`src/backend_cfg.svh`:
```
`ifndef BACKEND_CFG_SVH
`define BACKEND_CFG_SVH

// datapath sizes
`define XLEN        32
`define REG_ADDR_W  5
`define NUM_REGS    32

// primary opcodes, inst[31:26]
`define OPC_SPECIAL 6'h00
`define OPC_ADDIU   6'h09
`define OPC_ORI     6'h0D

// SPECIAL funct codes, inst[5:0]
`define FN_ADDU     6'h21
`define FN_SUBU     6'h23
`define FN_AND      6'h24
`define FN_OR       6'h25
`define FN_XOR      6'h26
`define FN_SLT      6'h2A

`endif

```
`src/backend_pkg.sv`:
```
`include "backend_cfg.svh"

package backend_pkg;

    typedef enum logic [2:0] {
        ALU_ADD = 3'd0,
        ALU_SUB = 3'd1,
        ALU_AND = 3'd2,
        ALU_OR  = 3'd3,
        ALU_XOR = 3'd4,
        ALU_SLT = 3'd5
    } alu_op_e;

    // decoded instruction, decode -> execute
    typedef struct packed {
        logic                   valid;
        logic                   illegal;
        alu_op_e                op;
        logic [`REG_ADDR_W-1:0] rs;
        logic [`REG_ADDR_W-1:0] rt;
        logic [`REG_ADDR_W-1:0] rd;
        logic                   use_imm;
        logic [`XLEN-1:0]       imm;
        logic                   wen;
    } uop_t;

    // execute -> result
    typedef struct packed {
        logic                   valid;
        logic                   illegal;
        logic                   wen;
        logic [`REG_ADDR_W-1:0] rd;
        logic [`XLEN-1:0]       data;
    } result_t;

    // retirement record
    typedef struct packed {
        logic                   valid;
        logic                   exc;
        logic                   wen;
        logic [`REG_ADDR_W-1:0] rd;
        logic [`XLEN-1:0]       data;
    } wb_t;

endpackage

```
`src/decode_unit.sv`:
```
`timescale 1ns/1ps
`include "backend_cfg.svh"

module decode_unit import backend_pkg::*; (
    input  logic             clk,
    input  logic             rst_n_i,
    input  logic             inst_valid_i,
    input  logic [`XLEN-1:0] inst_i,
    input  logic             flush_i,
    output uop_t             uop_o
);

    logic [5:0] opcode;
    logic [5:0] funct;
    uop_t       uop_d;
    uop_t       uop_q;

    assign opcode = inst_i[31:26];
    assign funct  = inst_i[5:0];

    always_comb begin
        uop_d         = '0;
        uop_d.valid   = inst_valid_i && !flush_i;
        uop_d.op      = ALU_ADD;
        uop_d.rs      = inst_i[25:21];
        uop_d.rt      = inst_i[20:16];
        case (opcode)
            `OPC_SPECIAL: begin
                uop_d.rd = inst_i[15:11];
                case (funct)
                    `FN_ADDU: uop_d.op = ALU_ADD;
                    `FN_SUBU: uop_d.op = ALU_SUB;
                    `FN_AND:  uop_d.op = ALU_AND;
                    `FN_OR:   uop_d.op = ALU_OR;
                    `FN_XOR:  uop_d.op = ALU_XOR;
                    `FN_SLT:  uop_d.op = ALU_SLT;
                    default:  uop_d.illegal = 1'b1;
                endcase
            end
            `OPC_ADDIU: begin
                uop_d.rd      = inst_i[20:16];
                uop_d.use_imm = 1'b1;
                uop_d.imm     = {{(`XLEN-16){inst_i[15]}}, inst_i[15:0]};
            end
            `OPC_ORI: begin
                uop_d.op      = ALU_OR;
                uop_d.rd      = inst_i[20:16];
                uop_d.use_imm = 1'b1;
                uop_d.imm     = {{(`XLEN-16){1'b0}}, inst_i[15:0]};
            end
            default: uop_d.illegal = 1'b1;
        endcase
        // unknown encodings become 0 + 0 into r0 so the retired data is zero
        if (uop_d.illegal) begin
            uop_d.op      = ALU_ADD;
            uop_d.rs      = '0;
            uop_d.rt      = '0;
            uop_d.rd      = '0;
            uop_d.use_imm = 1'b1;
            uop_d.imm     = '0;
        end
        uop_d.wen = !uop_d.illegal && (uop_d.rd != '0);
    end

    always_ff @(posedge clk) begin
        if (!rst_n_i) begin
            uop_q.valid <= 1'b0;
        end else begin
            uop_q <= uop_d;
        end
    end

    assign uop_o = uop_q;

endmodule

```
`src/reg_file.sv`:
```
`timescale 1ns/1ps
`include "backend_cfg.svh"

module reg_file (
    input  logic                   clk,
    input  logic [`REG_ADDR_W-1:0] raddr_a_i,
    input  logic [`REG_ADDR_W-1:0] raddr_b_i,
    output logic [`XLEN-1:0]       rdata_a_o,
    output logic [`XLEN-1:0]       rdata_b_o,
    input  logic                   we_i,
    input  logic [`REG_ADDR_W-1:0] waddr_i,
    input  logic [`XLEN-1:0]       wdata_i
);

    logic [`XLEN-1:0] regs [`NUM_REGS];

    // r0 is hardwired and its storage entry is never read
    assign rdata_a_o = (raddr_a_i == '0) ? '0 : regs[raddr_a_i];
    assign rdata_b_o = (raddr_b_i == '0) ? '0 : regs[raddr_b_i];

    always_ff @(posedge clk) begin
        if (we_i) begin
            regs[waddr_i] <= wdata_i;
        end
    end

    // decode drops wen for rd == 0, so r0 is never written
    a_no_r0_write: assert property (@(posedge clk)
        we_i |-> waddr_i != '0);

endmodule

```
`src/alu_execute.sv`:
```
`timescale 1ns/1ps
`include "backend_cfg.svh"

module alu_execute import backend_pkg::*; (
    input  logic                   clk,
    input  logic                   rst_n_i,
    input  logic                   flush_i,
    input  uop_t                   uop_i,
    output logic [`REG_ADDR_W-1:0] rs_addr_o,
    output logic [`REG_ADDR_W-1:0] rt_addr_o,
    input  logic [`XLEN-1:0]       rs_data_i,
    input  logic [`XLEN-1:0]       rt_data_i,
    input  logic                   fwd_we_i,
    input  logic [`REG_ADDR_W-1:0] fwd_addr_i,
    input  logic [`XLEN-1:0]       fwd_data_i,
    output result_t                result_o
);

    logic [`XLEN-1:0] src_a;
    logic [`XLEN-1:0] src_b;
    logic [`XLEN-1:0] op_b;
    logic [`XLEN-1:0] alu_res;
    result_t          res_q;

    assign rs_addr_o = uop_i.rs;
    assign rt_addr_o = uop_i.rt;

    // bypass from the result stage whose rf write lands at the end of this cycle
    assign src_a = (fwd_we_i && fwd_addr_i == uop_i.rs) ? fwd_data_i : rs_data_i;
    assign src_b = (fwd_we_i && fwd_addr_i == uop_i.rt) ? fwd_data_i : rt_data_i;
    assign op_b  = uop_i.use_imm ? uop_i.imm : src_b;

    always_comb begin
        case (uop_i.op)
            ALU_ADD: alu_res = src_a + op_b;
            ALU_SUB: alu_res = src_a - op_b;
            ALU_AND: alu_res = src_a & op_b;
            ALU_OR:  alu_res = src_a | op_b;
            ALU_XOR: alu_res = src_a ^ op_b;
            ALU_SLT: begin
                alu_res = ($signed(src_a) < $signed(op_b)) ? `XLEN'd1 : `XLEN'd0;
            end
            default: alu_res = '0;
        endcase
    end

    always_ff @(posedge clk) begin
        if (!rst_n_i) begin
            res_q.valid <= 1'b0;
        end else begin
            res_q.valid   <= uop_i.valid && !flush_i;
            res_q.illegal <= uop_i.illegal;
            res_q.wen     <= uop_i.wen;
            res_q.rd      <= uop_i.rd;
            res_q.data    <= alu_res;
        end
    end

    assign result_o = res_q;

endmodule

```
`src/result_stage.sv`:
```
`timescale 1ns/1ps
`include "backend_cfg.svh"

module result_stage import backend_pkg::*; (
    input  result_t                result_i,
    output logic                   rf_we_o,
    output logic [`REG_ADDR_W-1:0] rf_waddr_o,
    output logic [`XLEN-1:0]       rf_wdata_o,
    output wb_t                    wb_o
);

    // same write feeds the rf and the execute bypass
    assign rf_we_o    = result_i.valid && result_i.wen && !result_i.illegal;
    assign rf_waddr_o = result_i.rd;
    assign rf_wdata_o = result_i.data;

    always_comb begin
        wb_o.valid = result_i.valid;
        wb_o.exc   = result_i.valid && result_i.illegal;
        wb_o.wen   = rf_we_o;
        wb_o.rd    = result_i.rd;
        wb_o.data  = result_i.data;
    end

    // an exception arrives with its write already dropped upstream
    always_comb begin
        if (wb_o.exc) begin
            a_exc_no_write: assert (!result_i.wen);
        end
    end

endmodule

```
`src/backend_top.sv`:
```
`timescale 1ns/1ps
`include "backend_cfg.svh"

module backend_top import backend_pkg::*; (
    input  logic             clk,
    input  logic             rst_n_i,
    input  logic             inst_valid_i,
    input  logic [`XLEN-1:0] inst_i,
    input  logic             flush_i,
    output wb_t              wb_o
);

    uop_t                   uop;
    result_t                result;
    logic [`REG_ADDR_W-1:0] rs_addr;
    logic [`REG_ADDR_W-1:0] rt_addr;
    logic [`XLEN-1:0]       rs_data;
    logic [`XLEN-1:0]       rt_data;
    logic                   rf_we;
    logic [`REG_ADDR_W-1:0] rf_waddr;
    logic [`XLEN-1:0]       rf_wdata;

    decode_unit u_decode (
        .clk          (clk),
        .rst_n_i      (rst_n_i),
        .inst_valid_i (inst_valid_i),
        .inst_i       (inst_i),
        .flush_i      (flush_i),
        .uop_o        (uop)
    );

    alu_execute u_execute (
        .clk        (clk),
        .rst_n_i    (rst_n_i),
        .flush_i    (flush_i),
        .uop_i      (uop),
        .rs_addr_o  (rs_addr),
        .rt_addr_o  (rt_addr),
        .rs_data_i  (rs_data),
        .rt_data_i  (rt_data),
        .fwd_we_i   (rf_we),
        .fwd_addr_i (rf_waddr),
        .fwd_data_i (rf_wdata),
        .result_o   (result)
    );

    reg_file u_rf (
        .clk       (clk),
        .raddr_a_i (rs_addr),
        .raddr_b_i (rt_addr),
        .rdata_a_o (rs_data),
        .rdata_b_o (rt_data),
        .we_i      (rf_we),
        .waddr_i   (rf_waddr),
        .wdata_i   (rf_wdata)
    );

    result_stage u_result (
        .result_i   (result),
        .rf_we_o    (rf_we),
        .rf_waddr_o (rf_waddr),
        .rf_wdata_o (rf_wdata),
        .wb_o       (wb_o)
    );

endmodule

```
`config.mk`:
```
export PLATFORM = sky130hd
export DESIGN_NAME = backend_top
export DESIGN_NICKNAME = d
export VERILOG_FILES = /design/src/backend_pkg.sv /design/src/decode_unit.sv /design/src/reg_file.sv /design/src/alu_execute.sv /design/src/result_stage.sv /design/src/backend_top.sv
export VERILOG_INCLUDE_DIRS = /design/src /design/src/src
export SDC_FILE = /design/constraint.sdc
export NUM_CORES = 1
export LEC_CHECK = 0
export BUFFER_PORTS_ARGS = -buffer_cell sky130_fd_sc_hd__buf_2
export CAP_MARGIN = 20
export CORE_ASPECT_RATIO = 0.9
export CORE_MARGIN = 2
export CORE_UTILIZATION = 55
export CTS_CLUSTER_SIZE = 16
export DETAILED_ROUTE_END_ITERATION = 10
export PLACE_DENSITY = 0.71
export SYNTH_ARGS = -nofsm -noshare
export SYNTH_HDL_FRONTEND = slang
export SYNTH_SLANG_ARGS = --single-unit
```
`constraint.sdc`:
```
create_clock -name clk -period 6.5 [get_ports clk]
set_clock_uncertainty 0.05 [all_clocks]
set_input_delay 0.65 -clock clk [delete_from_list [all_inputs] [get_ports clk]]
set_output_delay 0.65 -clock clk [all_outputs]
set_load 0.005 [all_outputs]
```
### Word level (Yosys, flattened, before mapping)

Memory sizes are Yosys's and may differ from the RTL's. A register that Yosys moved wholly into a read port is not among the register bits.
Index checks and enable logic that the tools add are counted.

* shifts and indexed selects: 0
* reductions and logical operators: 18
* order comparisons: 1
* bitwise gates (word level): 3
* muxes and demuxes: 20
* divide/modulo/power cells: 0
* $mul: 0
* $add $sub $neg: 2
* equal/unequal tests: 15

Operators by type and width (count)
* 32-bit one-hot mux with 6 select lines: 1
* 32-bit two-way mux: 5
* 33-bit one-hot mux with 2 select lines: 1
* 38-bit two-way mux: 1
* 6-bit == test, second input constant: 6
* 32-bit adder: 1
* 32-bit AND: 1
* 32-bit < comparator: 1
* 32-bit OR: 1
* 32-bit subtractor: 1
* 32-bit XOR: 1
* 5-bit two-way mux: 4
* 3-bit one-hot mux with 5 select lines: 1
* 6-bit by 4-bit == test with 1-bit output, second input constant: 2
* 5-bit == test: 2
* 5-bit zero test: 2
* 5-bit one-hot mux with 2 select lines: 1
* 1-bit logical AND: 8
* 3-bit by 2-bit == test with 1-bit output, second input constant: 2
* 3-bit == test, second input constant: 2
* 6-bit zero test: 1
* 3-bit one-hot mux with 2 select lines: 1
* 6-bit OR reduction: 1
* 5-bit nonzero test: 1
* 6 further kinds: 11

* memories kept: 1
* flip-flop bits (word level): 94
* memory bits (read-only): 0
* RAM bits: 1024
* word-level logic and storage cells: 74
* bits in latches: 0

Memories
* u_rf.regs: depth 32, width 32, rd ports 2, clocked after Yosys merged registers in 2, write ports 1, RTL line reg_file.sv:15 `` logic [`XLEN-1:0] regs [`NUM_REGS]; ``

### Depth between registers and ports, before layout

Gate-level depths: netlist of the first run.

* word-level depth: 8
* gate-level depth with buffers: 22

### Cells and area by module

From an unflattened synthesis of the first run, not the netlist that was laid out.

* cell total of the unflattened synthesis: 3687
* area total of the unflattened synthesis: 57402.6 sq um

Modules (own cells, without submodules)
* reg_file: instances 1, seq. area each 30749.5 sq um, area an instance 47295.4 sq um, cells each 2460
* alu_execute: instances 1, seq. area each 1191.1 sq um, area an instance 7592.3 sq um, cells each 1000
* decode_unit: instances 1, seq. area each 1161.1 sq um, area an instance 1928.1 sq um, cells each 149
* result_stage: instances 1, seq. area each 0.0 sq um, area an instance 586.8 sq um, cells each 78

### Worst setup path after synthesis of the first run

No wires, ideal clock.

* path type: reg-to-reg
* from: reg with a tool-made name
* to: reg u_execute.res_q, in the netlist u_execute.result_o[26] (data pin)
* stages on the path, launching flop included: 21
* clock period less this slack: 5209 ps
* path buffers: 4
* path slack: 1291 ps
* arrival time: 4900 ps
* required time: 6191 ps
* cell sequence: dfxtp_1 clkbuf_1 buf_2 clkbuf_1 buf_2 mux4_2 mux4_2 mux2i_1 o211ai_1 o21a_1 ha_1 fa_1 a211oi_1 o211ai_1 nand2_1 o21ai_1 nor4b_1 nor2_1 a32oi_1 o32ai_1 o21bai_1

RTL lines
* end, declared: RTL line alu_execute.sv:23 `result_t res_q;`

==> results, run 1 <==
- The power density of the placed cells is 278 nW/um^2.
- The post-detailed-route via-to-cell ratio is 7.24.
- The worst stage delay on the critical path is 0.71 ns.
- The kind of cell adding the most delay to the critical path is compound AO/OA/AOI/OAI gates.
- Fill cells in the final layout number roughly 7100.
- Among all stages on the critical path, the largest delay is contributed by sky130_fd_sc_hd__o41ai_1.
- Dividing the detail-routed wire length by the instance count gives about 36 um.
- The via count is roughly 34000.
- The worst min-delay path class is input port to flop.
- The setup path with the least slack is of type flop to flop.
- The net count after synthesis is around 3300.
- For the pin with the worst max-slew slack, the measured transition is around 1.2 ns.
- The number of setup buffers added after CTS is 0.
- The worst ir drop on vdd is 0.214 mV.
- The net count of the finished layout is 3374.
- The yosys synthesis warning count is 0.
- The count of buffers from port buffering is 75.
- The synthesized design contains 1101 enable-type register cells.
- The clock drives 1113 sinks.
- The post-cts resize count is 0.
- In the finished design, the share of the clock period the worst path needs comes to 0.948.
- The worst setup path is launched from a flop.
- The count of nets left with antenna violations once routing finished came out at 0.
- The synthesized netlist occupies a cell area of between 50000 and 60000 um^2.
- At the worst endpoint, the arrival time is 6.52 ns.
- Walking the worst path, the cells encountered are buf_12 -> buf_4 -> mux4_2 -> mux4_2 -> mux2i_1 -> o211ai_1 -> o21a_1 -> ha_1 -> inv_1 -> nor3_1 -> o21bai_1 -> a211oi_1 -> o32ai_1 -> o41ai_1 -> mux2i_1 -> nand2_1 -> o221ai_1.
- The cell count after synthesis came out at 3145.
- Hold timing on the final database bottoms out at a slack of 0.141 ns.
- For this run, the total global-route usage over all layers was measured as 0.326.
- For the worst setup path, the data required time is 6.86 ns.
- The top-level I/O count is 76.
- After synthesis the netlist holds a flip-flop and latch count of 1113.
- The netlist uses 92 different library cells.
- The filler-free cell count of the finished design is roughly 4700.
- The run finished with clean final reports.
- The height of the die is 308 um.
- The number of hold violations in the final report came to 0.
- The initial antenna violation count is 7.
- The share of async-settable or async-resettable flops after synthesis is 0.
- Compared with the post-synthesis result, the final layout area differs by 11.1%.
- The largest net degree at the start of global routing is 67.
- The clock-pin slew on the worst setup and hold paths is about 0.06 ns.
- The core outline area is 102000 um^2.
- The number of placement rows is roughly 110.
- The final period demand of the worst path is 6.16 ns.
- After clock tree synthesis, the flow added hold-fix buffers numbering 0.
- The placed cell count is 4476.
- The type of element capturing the critical path is a flop.
- The wire-length estimate of the detail-placed layout is 103000 um.
- The average cell area after synthesis is 18.0 um^2.
- The congestion estimate from routability-driven global placement came to 1.03.
- The leading register cell type out of synthesis is sky130_fd_sc_hd__edfxtp_1.
- In this run the worst path has a maximum fanout of 26.
- Setup repair after global routing left no endpoint under its margin.
- The initial utilization of the core area, before any placement, comes to 0.555.
- The final total negative setup slack is 0 ns.
- The clock insertion delay at the later pin of the skew report is 0.73 ns.
- The analysis attributes to cell leakage a power of 19.9 nW.
- The die covers 106000 um^2.
- The first-pass iteration count of the detailed router is 6.
- For this run, design rule violations remaining after detail routing come to 0.
- The maximum operating frequency is 0.162 GHz.
- The H-tree depth reported by CTS is 3.
- Counting along the longest clock path gives a buffer depth of 3.
- The number of buffers created by CTS is 110.
- The count of final max-slew check failures is 0.
- The final wirelength is ~170000 um.
- The wire length of the first global-routing pass is 242000 um.
- The worst slew slack as a fraction of its limit is 0.211.
- Global routing finished with a remaining overflow of 0.
- The cell sitting at the root of the clock tree is a sky130_fd_sc_hd__clkbuf_16.
- The fraction of final layout cells sized beyond drive strength 1 is 0.349.
- The number of failing setup endpoints in the final timing report is 0.
- The die span in x is 342 um.
- The share of the Yosys chip area taken by registers is 0.588.
- TritonCTS built the clock tree.
- The violation count after the first detailed-routing iteration is 5148.
- The number of global-route vias before repair came to 33500.
- Across the run, the number of max-cap violations was 0.
- The total buffers and inverters traversed by the critical path is 3.
[area by class of cell]
type | instances | area, um^2 | area share
well taps | 1356 | 1700 | 0.0270
repair buffers | 242 | 2070 | 0.0329
clock inverters | 70 | 721 | 0.0115
clock buffers | 133 | 2880 | 0.0458
diodes | 2 | 5.00 | 0.0000796
multi-input cells | 1667 | 21800 | 0.347
flip-flops and latches | 1113 | 33300 | 0.530
inverters | 103 | 387 | 0.00615
[cells in the mapped netlist (5+ instances only)]
library cell,n,share of area
sky130_fd_sc_hd__a211oi_1,18,0.0024
sky130_fd_sc_hd__a21o_1,8,0.0011
sky130_fd_sc_hd__a21oi_1,69,0.0061
sky130_fd_sc_hd__a221o_1,19,0.0034
sky130_fd_sc_hd__a22o_1,5,0.00077
sky130_fd_sc_hd__a311oi_1,5,0.00077
sky130_fd_sc_hd__a31oi_1,13,0.0014
sky130_fd_sc_hd__and2_1,38,0.0042
sky130_fd_sc_hd__buf_1,25,0.0017
sky130_fd_sc_hd__buf_2,40,0.0035
sky130_fd_sc_hd__buf_4,53,0.0070
sky130_fd_sc_hd__buf_6,6,0.0012
sky130_fd_sc_hd__clkbuf_1,128,0.0085
sky130_fd_sc_hd__clkbuf_8,9,0.0022
sky130_fd_sc_hd__dfxtp_1,12,0.0042
sky130_fd_sc_hd__edfxtp_1,1101,0.58
sky130_fd_sc_hd__ha_1,99,0.022
sky130_fd_sc_hd__inv_1,85,0.0056
sky130_fd_sc_hd__inv_2,17,0.0011
sky130_fd_sc_hd__mux2_2,29,0.0058
sky130_fd_sc_hd__mux2i_1,56,0.0099
sky130_fd_sc_hd__mux4_2,640,0.25
sky130_fd_sc_hd__nand2_1,130,0.0086
sky130_fd_sc_hd__nand2b_1,7,0.00077
sky130_fd_sc_hd__nand3_1,16,0.0014
sky130_fd_sc_hd__nand3b_1,7,0.00093
sky130_fd_sc_hd__nand4_1,9,0.00099
sky130_fd_sc_hd__nor2_1,132,0.0087
sky130_fd_sc_hd__nor2b_1,18,0.0020
sky130_fd_sc_hd__nor3_1,23,0.0020
sky130_fd_sc_hd__nor4_1,9,0.00099
sky130_fd_sc_hd__o2111ai_1,5,0.00077
sky130_fd_sc_hd__o211ai_1,38,0.0050
sky130_fd_sc_hd__o21a_1,23,0.0030
sky130_fd_sc_hd__o21ai_0,84,0.0074
sky130_fd_sc_hd__o21bai_1,17,0.0023
sky130_fd_sc_hd__o22ai_1,16,0.0018
sky130_fd_sc_hd__o31ai_1,11,0.0015
sky130_fd_sc_hd__or2_2,6,0.00066
sky130_fd_sc_hd__or3_1,5,0.00055
sky130_fd_sc_hd__xnor2_1,22,0.0034
sky130_fd_sc_hd__xor2_1,6,0.00093
[through the flow]
| step | utilization | total power, mW | setup slack, ns | area, um^2 |
|---|---|---|---|---|
| 2_1_floorplan | - | 10.3 | 1.29 | 56600 |
| 3_3_place_gp | 0.580 | 11.1 | 0.549 | 59200 |
| 3_5_place_dp | 0.580 | 11.1 | 0.464 | 59200 |
| 4_1_cts | 0.616 | 17.4 | 0.440 | 62800 |
| 5_1_grt | 0.617 | 18.0 | 0.161 | 62900 |
| 6_report | 0.617 | 17.5 | 0.341 | 62900 |
[layout by cell type (no fill, tap or decap), types with 17 or more instances in the layout]
master,instances
sky130_fd_sc_hd__edfxtp_1,1101
sky130_fd_sc_hd__mux4_2,640
sky130_fd_sc_hd__buf_4,135
sky130_fd_sc_hd__nand2_1,130
sky130_fd_sc_hd__clkbuf_16,112
sky130_fd_sc_hd__nor2_1,100
sky130_fd_sc_hd__ha_1,99
sky130_fd_sc_hd__inv_1,85
sky130_fd_sc_hd__o21ai_0,84
sky130_fd_sc_hd__buf_2,74
sky130_fd_sc_hd__a21oi_1,69
sky130_fd_sc_hd__mux2i_1,56
sky130_fd_sc_hd__and2_1,38
sky130_fd_sc_hd__o211ai_1,38
sky130_fd_sc_hd__nor2_4,32
sky130_fd_sc_hd__buf_12,30
sky130_fd_sc_hd__mux2_2,29
sky130_fd_sc_hd__o21a_1,23
sky130_fd_sc_hd__xnor2_1,22
sky130_fd_sc_hd__nor3_1,21
sky130_fd_sc_hd__clkbuf_1,21
sky130_fd_sc_hd__clkinv_2,20
sky130_fd_sc_hd__a221o_1,19
sky130_fd_sc_hd__clkinv_1,19
sky130_fd_sc_hd__nor2b_1,18
sky130_fd_sc_hd__a211oi_1,18
sky130_fd_sc_hd__inv_2,17
[worst paths after layout]
kind                      start                      to  slack (ns)  depth (start not counted)
max                        flop  u_execute.result_o[28]        0.34                         17
min                inst_valid_i      u_decode.uop_o[53]        0.14                          2
max reg2reg                flop  u_execute.result_o[28]        0.34                         17
min reg2reg  u_decode.uop_o[35]  u_execute.result_o[33]        0.37                          0
[power breakdown]
group | leakage, nW | internal [mW] | switching, mW
combinational | 8.06 | 1.09 | 1.62
clock | 1.73 | 3.61 | 2.83
sequential | 10.1 | 8.19 | 0.123
total | 19.9 | 12.9 | 4.58
[kinds of logic (layout without fill, tap and decap cells)]
kind of cell / count (synthesis) / count (layout) / synth area share
AOI/OAI and AO/OA: 387 / 387 / 0.0473
xor gates and xnor gates: 28 / 28 / 0.00433
adders and majority gates: 101 / 101 / 0.0226
buffers and inverters: 365 / 548 / 0.0315
DFF: 1113 / 1113 / 0.588
muxes: 725 / 725 / 0.270
other: 0 / 2 / 0
and+or+nand+nor: 426 / 426 / 0.0360
[worst reg2reg max path: cells and delay by family, from the launching register on]
| family | cells | cell delay, ns |
|---|---|---|
| fa+ha+maj | 1 | 0.54 |
| flops | 1 | 0.57 |
| mux | 4 | 1.40 |
| simple gates | 2 | 0.46 |
| buf+inv | 3 | 0.89 |
| compound gates | 7 | 1.92 |
[registers in the layout, summed over array words and instances (netlist names), named ones only]
| register | count |
|---|---|
| u_decode.uop_o | 39 |
| u_execute.result_o | 40 |
| u_rf.regs | 1024 |
[metal layers]
metal | up-vias | wire (um) | global-route usage
met2 | 2318 | 77600 | 0.484
met1 | 18000 | 65900 | 0.472
li1 | 13300 | - | -
met4 | 4 | 5310 | 0.0979
met3 | 318 | 22100 | 0.0974
met5 | - | 29 | 0
No activity file was read; power rests on OpenSTA's default activity.
==> inputs of run 2 (changes only) <==
--- a/config.mk
+++ b/config.mk
@@ -14,6 +14,8 @@
 export CTS_CLUSTER_SIZE = 16
 export DETAILED_ROUTE_END_ITERATION = 10
 export PLACE_DENSITY = 0.71
+export SKIP_LAST_GASP = 1
 export SYNTH_ARGS = -nofsm -noshare
 export SYNTH_HDL_FRONTEND = slang
+export SYNTH_HIERARCHICAL = 1
 export SYNTH_SLANG_ARGS = --single-unit
==> results, run 2 <==
- Of all flip-flops after synthesis, the portion carrying an async set or reset was 0.
- In the global route stage, overall resource usage came out at 0.352.
- The worst ir drop on vdd is approximately 0.37 mV.
- The part of the power in combinational logic is 0.161.
- At the pin with the least slew margin, the transition time is 1.24 ns.
- After detailed routing, the number of vias per cell comes to 7.30.
- The library cell with the highest instance count after synthesis is sky130_fd_sc_hd__edfxtp_1.
- The initial antenna violation count is 1.
- Clock-pin slew was measured on the worst setup and hold paths at 0.07 ns.
- Yosys mapped the design onto slightly above 100 distinct sky130hd cell types.
- The register name with the most flops is u_rf/regs.
- The register area is 33100 um^2.
- The core region is 104000 um^2.
- After technology mapping, the gate count stands at 3687.
- Tracing the worst setup path back leads to its startpoint at u_decode/uop_o[41].
- The analysis attributes to cell leakage a power of 21.4 nW.
- The filler cells instantiated in the layout total 7436.
- For this run, global-route usage on met3 was measured as 0.0904.
- For this run, design rule violations remaining after detail routing come to 0.
- The die is 345 um wide.
- On the worst path, the slowest cell contributes a delay of between 0.5 and 0.6 ns.
- The relative area change from synthesis to final layout is 10.2%.
- The met2 track utilization from global routing is 0.537.
- The final wirelength is 189000 um.
- The switching power total is 4.53 mW.
- The register with the most flip-flops in the layout has just over 1000 of them.
- Of the total power, registers draw 0.479.
- The routed wirelength normalized by instance count is approximately 37 um.
- The leading area contributor after synthesis is sky130_fd_sc_hd__edfxtp_1.
- The last weighted congestion value of the routability-driven placer is 1.04.
- After synthesis, the cell types taking the most area are sky130_fd_sc_hd__edfxtp_1, sky130_fd_sc_hd__mux4_2, sky130_fd_sc_hd__mux2i_1.
- The worst setup path is launched from a flop.
- The worst path in the final design needs a cycle of ~6 ns, including I/O delays and setup.
- Pin placement for this block handled 76 I/O pins.
- The quantity of hold-fixing buffers added after cts is 0.
- The via count is approximately 38000.
- Setup slack on the worst reg-to-reg path comes out at 0.47 ns.
- The design internal power is 12.5 mW.
- At the end of the flow the core is filled with cells to 0.611.
- In this run the power density over the cells is 269 nW/um^2.
- The part of the Yosys area used for sequential elements is 0.577.
- The critical path crosses 19 cells after its start point.
- The switching power share of the total is 0.266.
- The run finished with clean final reports.
- The root buffer cell is sky130_fd_sc_hd__clkbuf_16.
- The first global-routing pass estimated 265000 um of wire.
- The commonest cells after synthesis are sky130_fd_sc_hd__edfxtp_1, sky130_fd_sc_hd__mux4_2, sky130_fd_sc_hd__mux2i_1.
- The remaining number of nets flagged by the antenna check after routing is 0.
- The fraction of power consumed by the clock network is 0.360.
- The most critical setup path has its endpoint at u_execute/result_o[30].
- The count of final max-slew check failures is 0.
- The number of hold violations in the final report was 0.
- The kind of cell with the highest combined delay along the critical path is compound AO/OA/AOI/OAI gates.
- The worst min-delay path startpoint is inst_valid_i.
- In the final layout, the share of cells above drive strength 1 is 0.256.
- The leading register cell type out of synthesis is sky130_fd_sc_hd__edfxtp_1.
- Dividing the final minimum period by the clock period gives 0.928.
- The number of nets in the layout is between 3000 and 4000.
- Setup repair after global routing left no endpoint under its margin.
- The peak-usage layer in the global routing report is met2.
- The global routing met1 resource utilization is 0.482.
- The total of max-cap violations is 0.
- Traced cell by cell, the critical path runs through buf_12 -> buf_4 -> mux4_2 -> mux4_2 -> o22ai_1 -> nor3_1 -> mux2i_1 -> o21ai_0 -> ha_1 -> buf_4 -> and4_1 -> and3_1 -> and2_1 -> a32oi_1 -> nand3_1 -> o221ai_1 -> mux2i_1 -> a22oi_1 -> o31ai_1.
- The yosys synthesis warning count is 6.
- In this run the cell area measured after placement is between 50000 and 60000 um^2.
- In this run the tightest slew margin relative to its limit is 0.170.
- The floorplan step set the die height to 310 um.
- The worst setup path is captured at a flop.
- The total buffers and inverters traversed by the critical path is 3.
- The worst path arrival time is 6.40 ns.
- The H-tree depth reported by CTS is 3.
- The number of enable flip-flop cells after synthesis is 1101.
- The most common cell after layout, fill and taps aside is sky130_fd_sc_hd__edfxtp_1.
- The first-pass iteration count of the detailed router is 6.
- After routing the design area is 63200 um^2.
- The largest net degree at the start of global routing is 67.
- The effective utilization at floorplan is 0.554.
- The number of placement rows is roughly 110.
- The count of state elements after synthesis is 1103.
- Dividing the synthesized area by the synthesized cell count gives around 16 um^2.
- Of all nets on the critical path, the largest fanout is 50.
- The mapped netlist covers 57400 um^2.
- In this run the deepest clock path goes through 3 buffers.
- The global route total overflow is 0.
- The endpoint of the worst-slack reg-to-reg timing path is u_execute/result_o[30].
- Total power for the finished layout comes to 17.0 mW.
- The final total negative setup slack is 0 ns.
- For the worst-skew pair, the clock arrives at the later sink with an insertion delay of 0.71 ns.
- The worst min-delay path class is input port to flop.
- The count of cells along the worst register-to-register path is 19.
- Setup violations remaining at the end of the flow were counted as 0.
- The required time of the critical path is between 6 and 7 ns.
- The tree built by TritonCTS fans out to between 1000 and 1500 sinks.
- The maximum operating frequency is around 0.17 GHz.
- The area of combinational cells with multiple inputs is ~22000 um^2.
- The share of synthesized area in the top cell type comes to 0.576.
- The critical path class is flop to flop.
- The worst-path cell with the longest stage delay is sky130_fd_sc_hd__buf_4.
- TritonCTS built the clock tree.
- The top cell types in the final layout, fill and taps aside, are sky130_fd_sc_hd__edfxtp_1, sky130_fd_sc_hd__mux4_2, sky130_fd_sc_hd__mux2i_1, sky130_fd_sc_hd__buf_4, sky130_fd_sc_hd__a21oi_1.
- The filler-free cell count of the finished design is between 5000 and 6000.
- The number of global-route vias before repair was 36200.
- The violation count after the first detailed-routing iteration is ~5500.
- In this run, CTS created clock tree buffers numbering 106.
- In this run, placement finished with an instance count of 4946.
- The net count after synthesis is 3826.
- The startpoint identified for the worst register-to-register timing path is u_decode/uop_o[41].
- Detailed placement finished with a half-perimeter wire length of 120000 um.
- The count of buffers from port buffering is 75.
- The die covers 107000 um^2.
run 2: what timing repair did:
action / in CTS / in global routing
setup endpoints to repair: 0 / 2
resized for setup: 0 / 1
hold endpoints to repair: 0 / 0
buffers inserted: 0 / 0
run 2: stage by stage:
step,hold slack [ns],setup WS (ns)
2_1_floorplan,0.350,1.36
3_3_place_gp,0.350,0.504
3_5_place_dp,0.355,0.567
4_1_cts,0.115,0.495
5_1_grt,0.129,0.275
6_report,0.141,0.470
run 2: metal layers:
metal,up-vias,wire length [um],part of all wire
li1,15000,-,-
met1,19300,70500,0.37
met2,2766,85100,0.45
met3,515,23600,0.12
met4,0,9600,0.051
met5,-,0,0
run 2: worst min path at each step:
stage                                  end  slack (ns)  cells after the start
floorplan           u_execute/result_o[32]        0.35                      0
global placement    u_execute/result_o[34]        0.35                      0
detailed placement  u_execute/result_o[32]        0.36                      0
CTS                     u_decode/uop_o[53]        0.12                      2
global route            u_decode/uop_o[53]        0.13                      2
finish                  u_decode/uop_o[53]        0.14                      2
run 2: cell type report:
type | count | share of cell area
antenna | 1 | 0.0000396
clock buffer | 119 | 0.0431
clock inverter | 76 | 0.0105
inverter | 99 | 0.00588
multi-input combinational | 2106 | 0.349
sequential | 1103 | 0.523
tap | 1368 | 0.0271
timing repair buffer | 279 | 0.0414
run 2: kinds of logic after synthesis:
logic type,synth area share
DFF,0.577
muxes,0.222
AOI/OAI and AO/OA,0.0884
buffers and inverters,0.0448
and+or+nand+nor,0.0408
adders and majority gates,0.0227
xor gates and xnor gates,0.00504
run 2: power by group through the flow:
stage	clock network (mW)	logic, mW	registers [mW]
6_report	6.12	2.74	8.16
5_1_grt	6.43	2.90	8.16
4_1_cts	6.17	2.60	8.21
3_5_place_dp	0	2.58	8.36
3_3_place_gp	0	2.57	8.36
2_1_floorplan	0	1.85	8.26
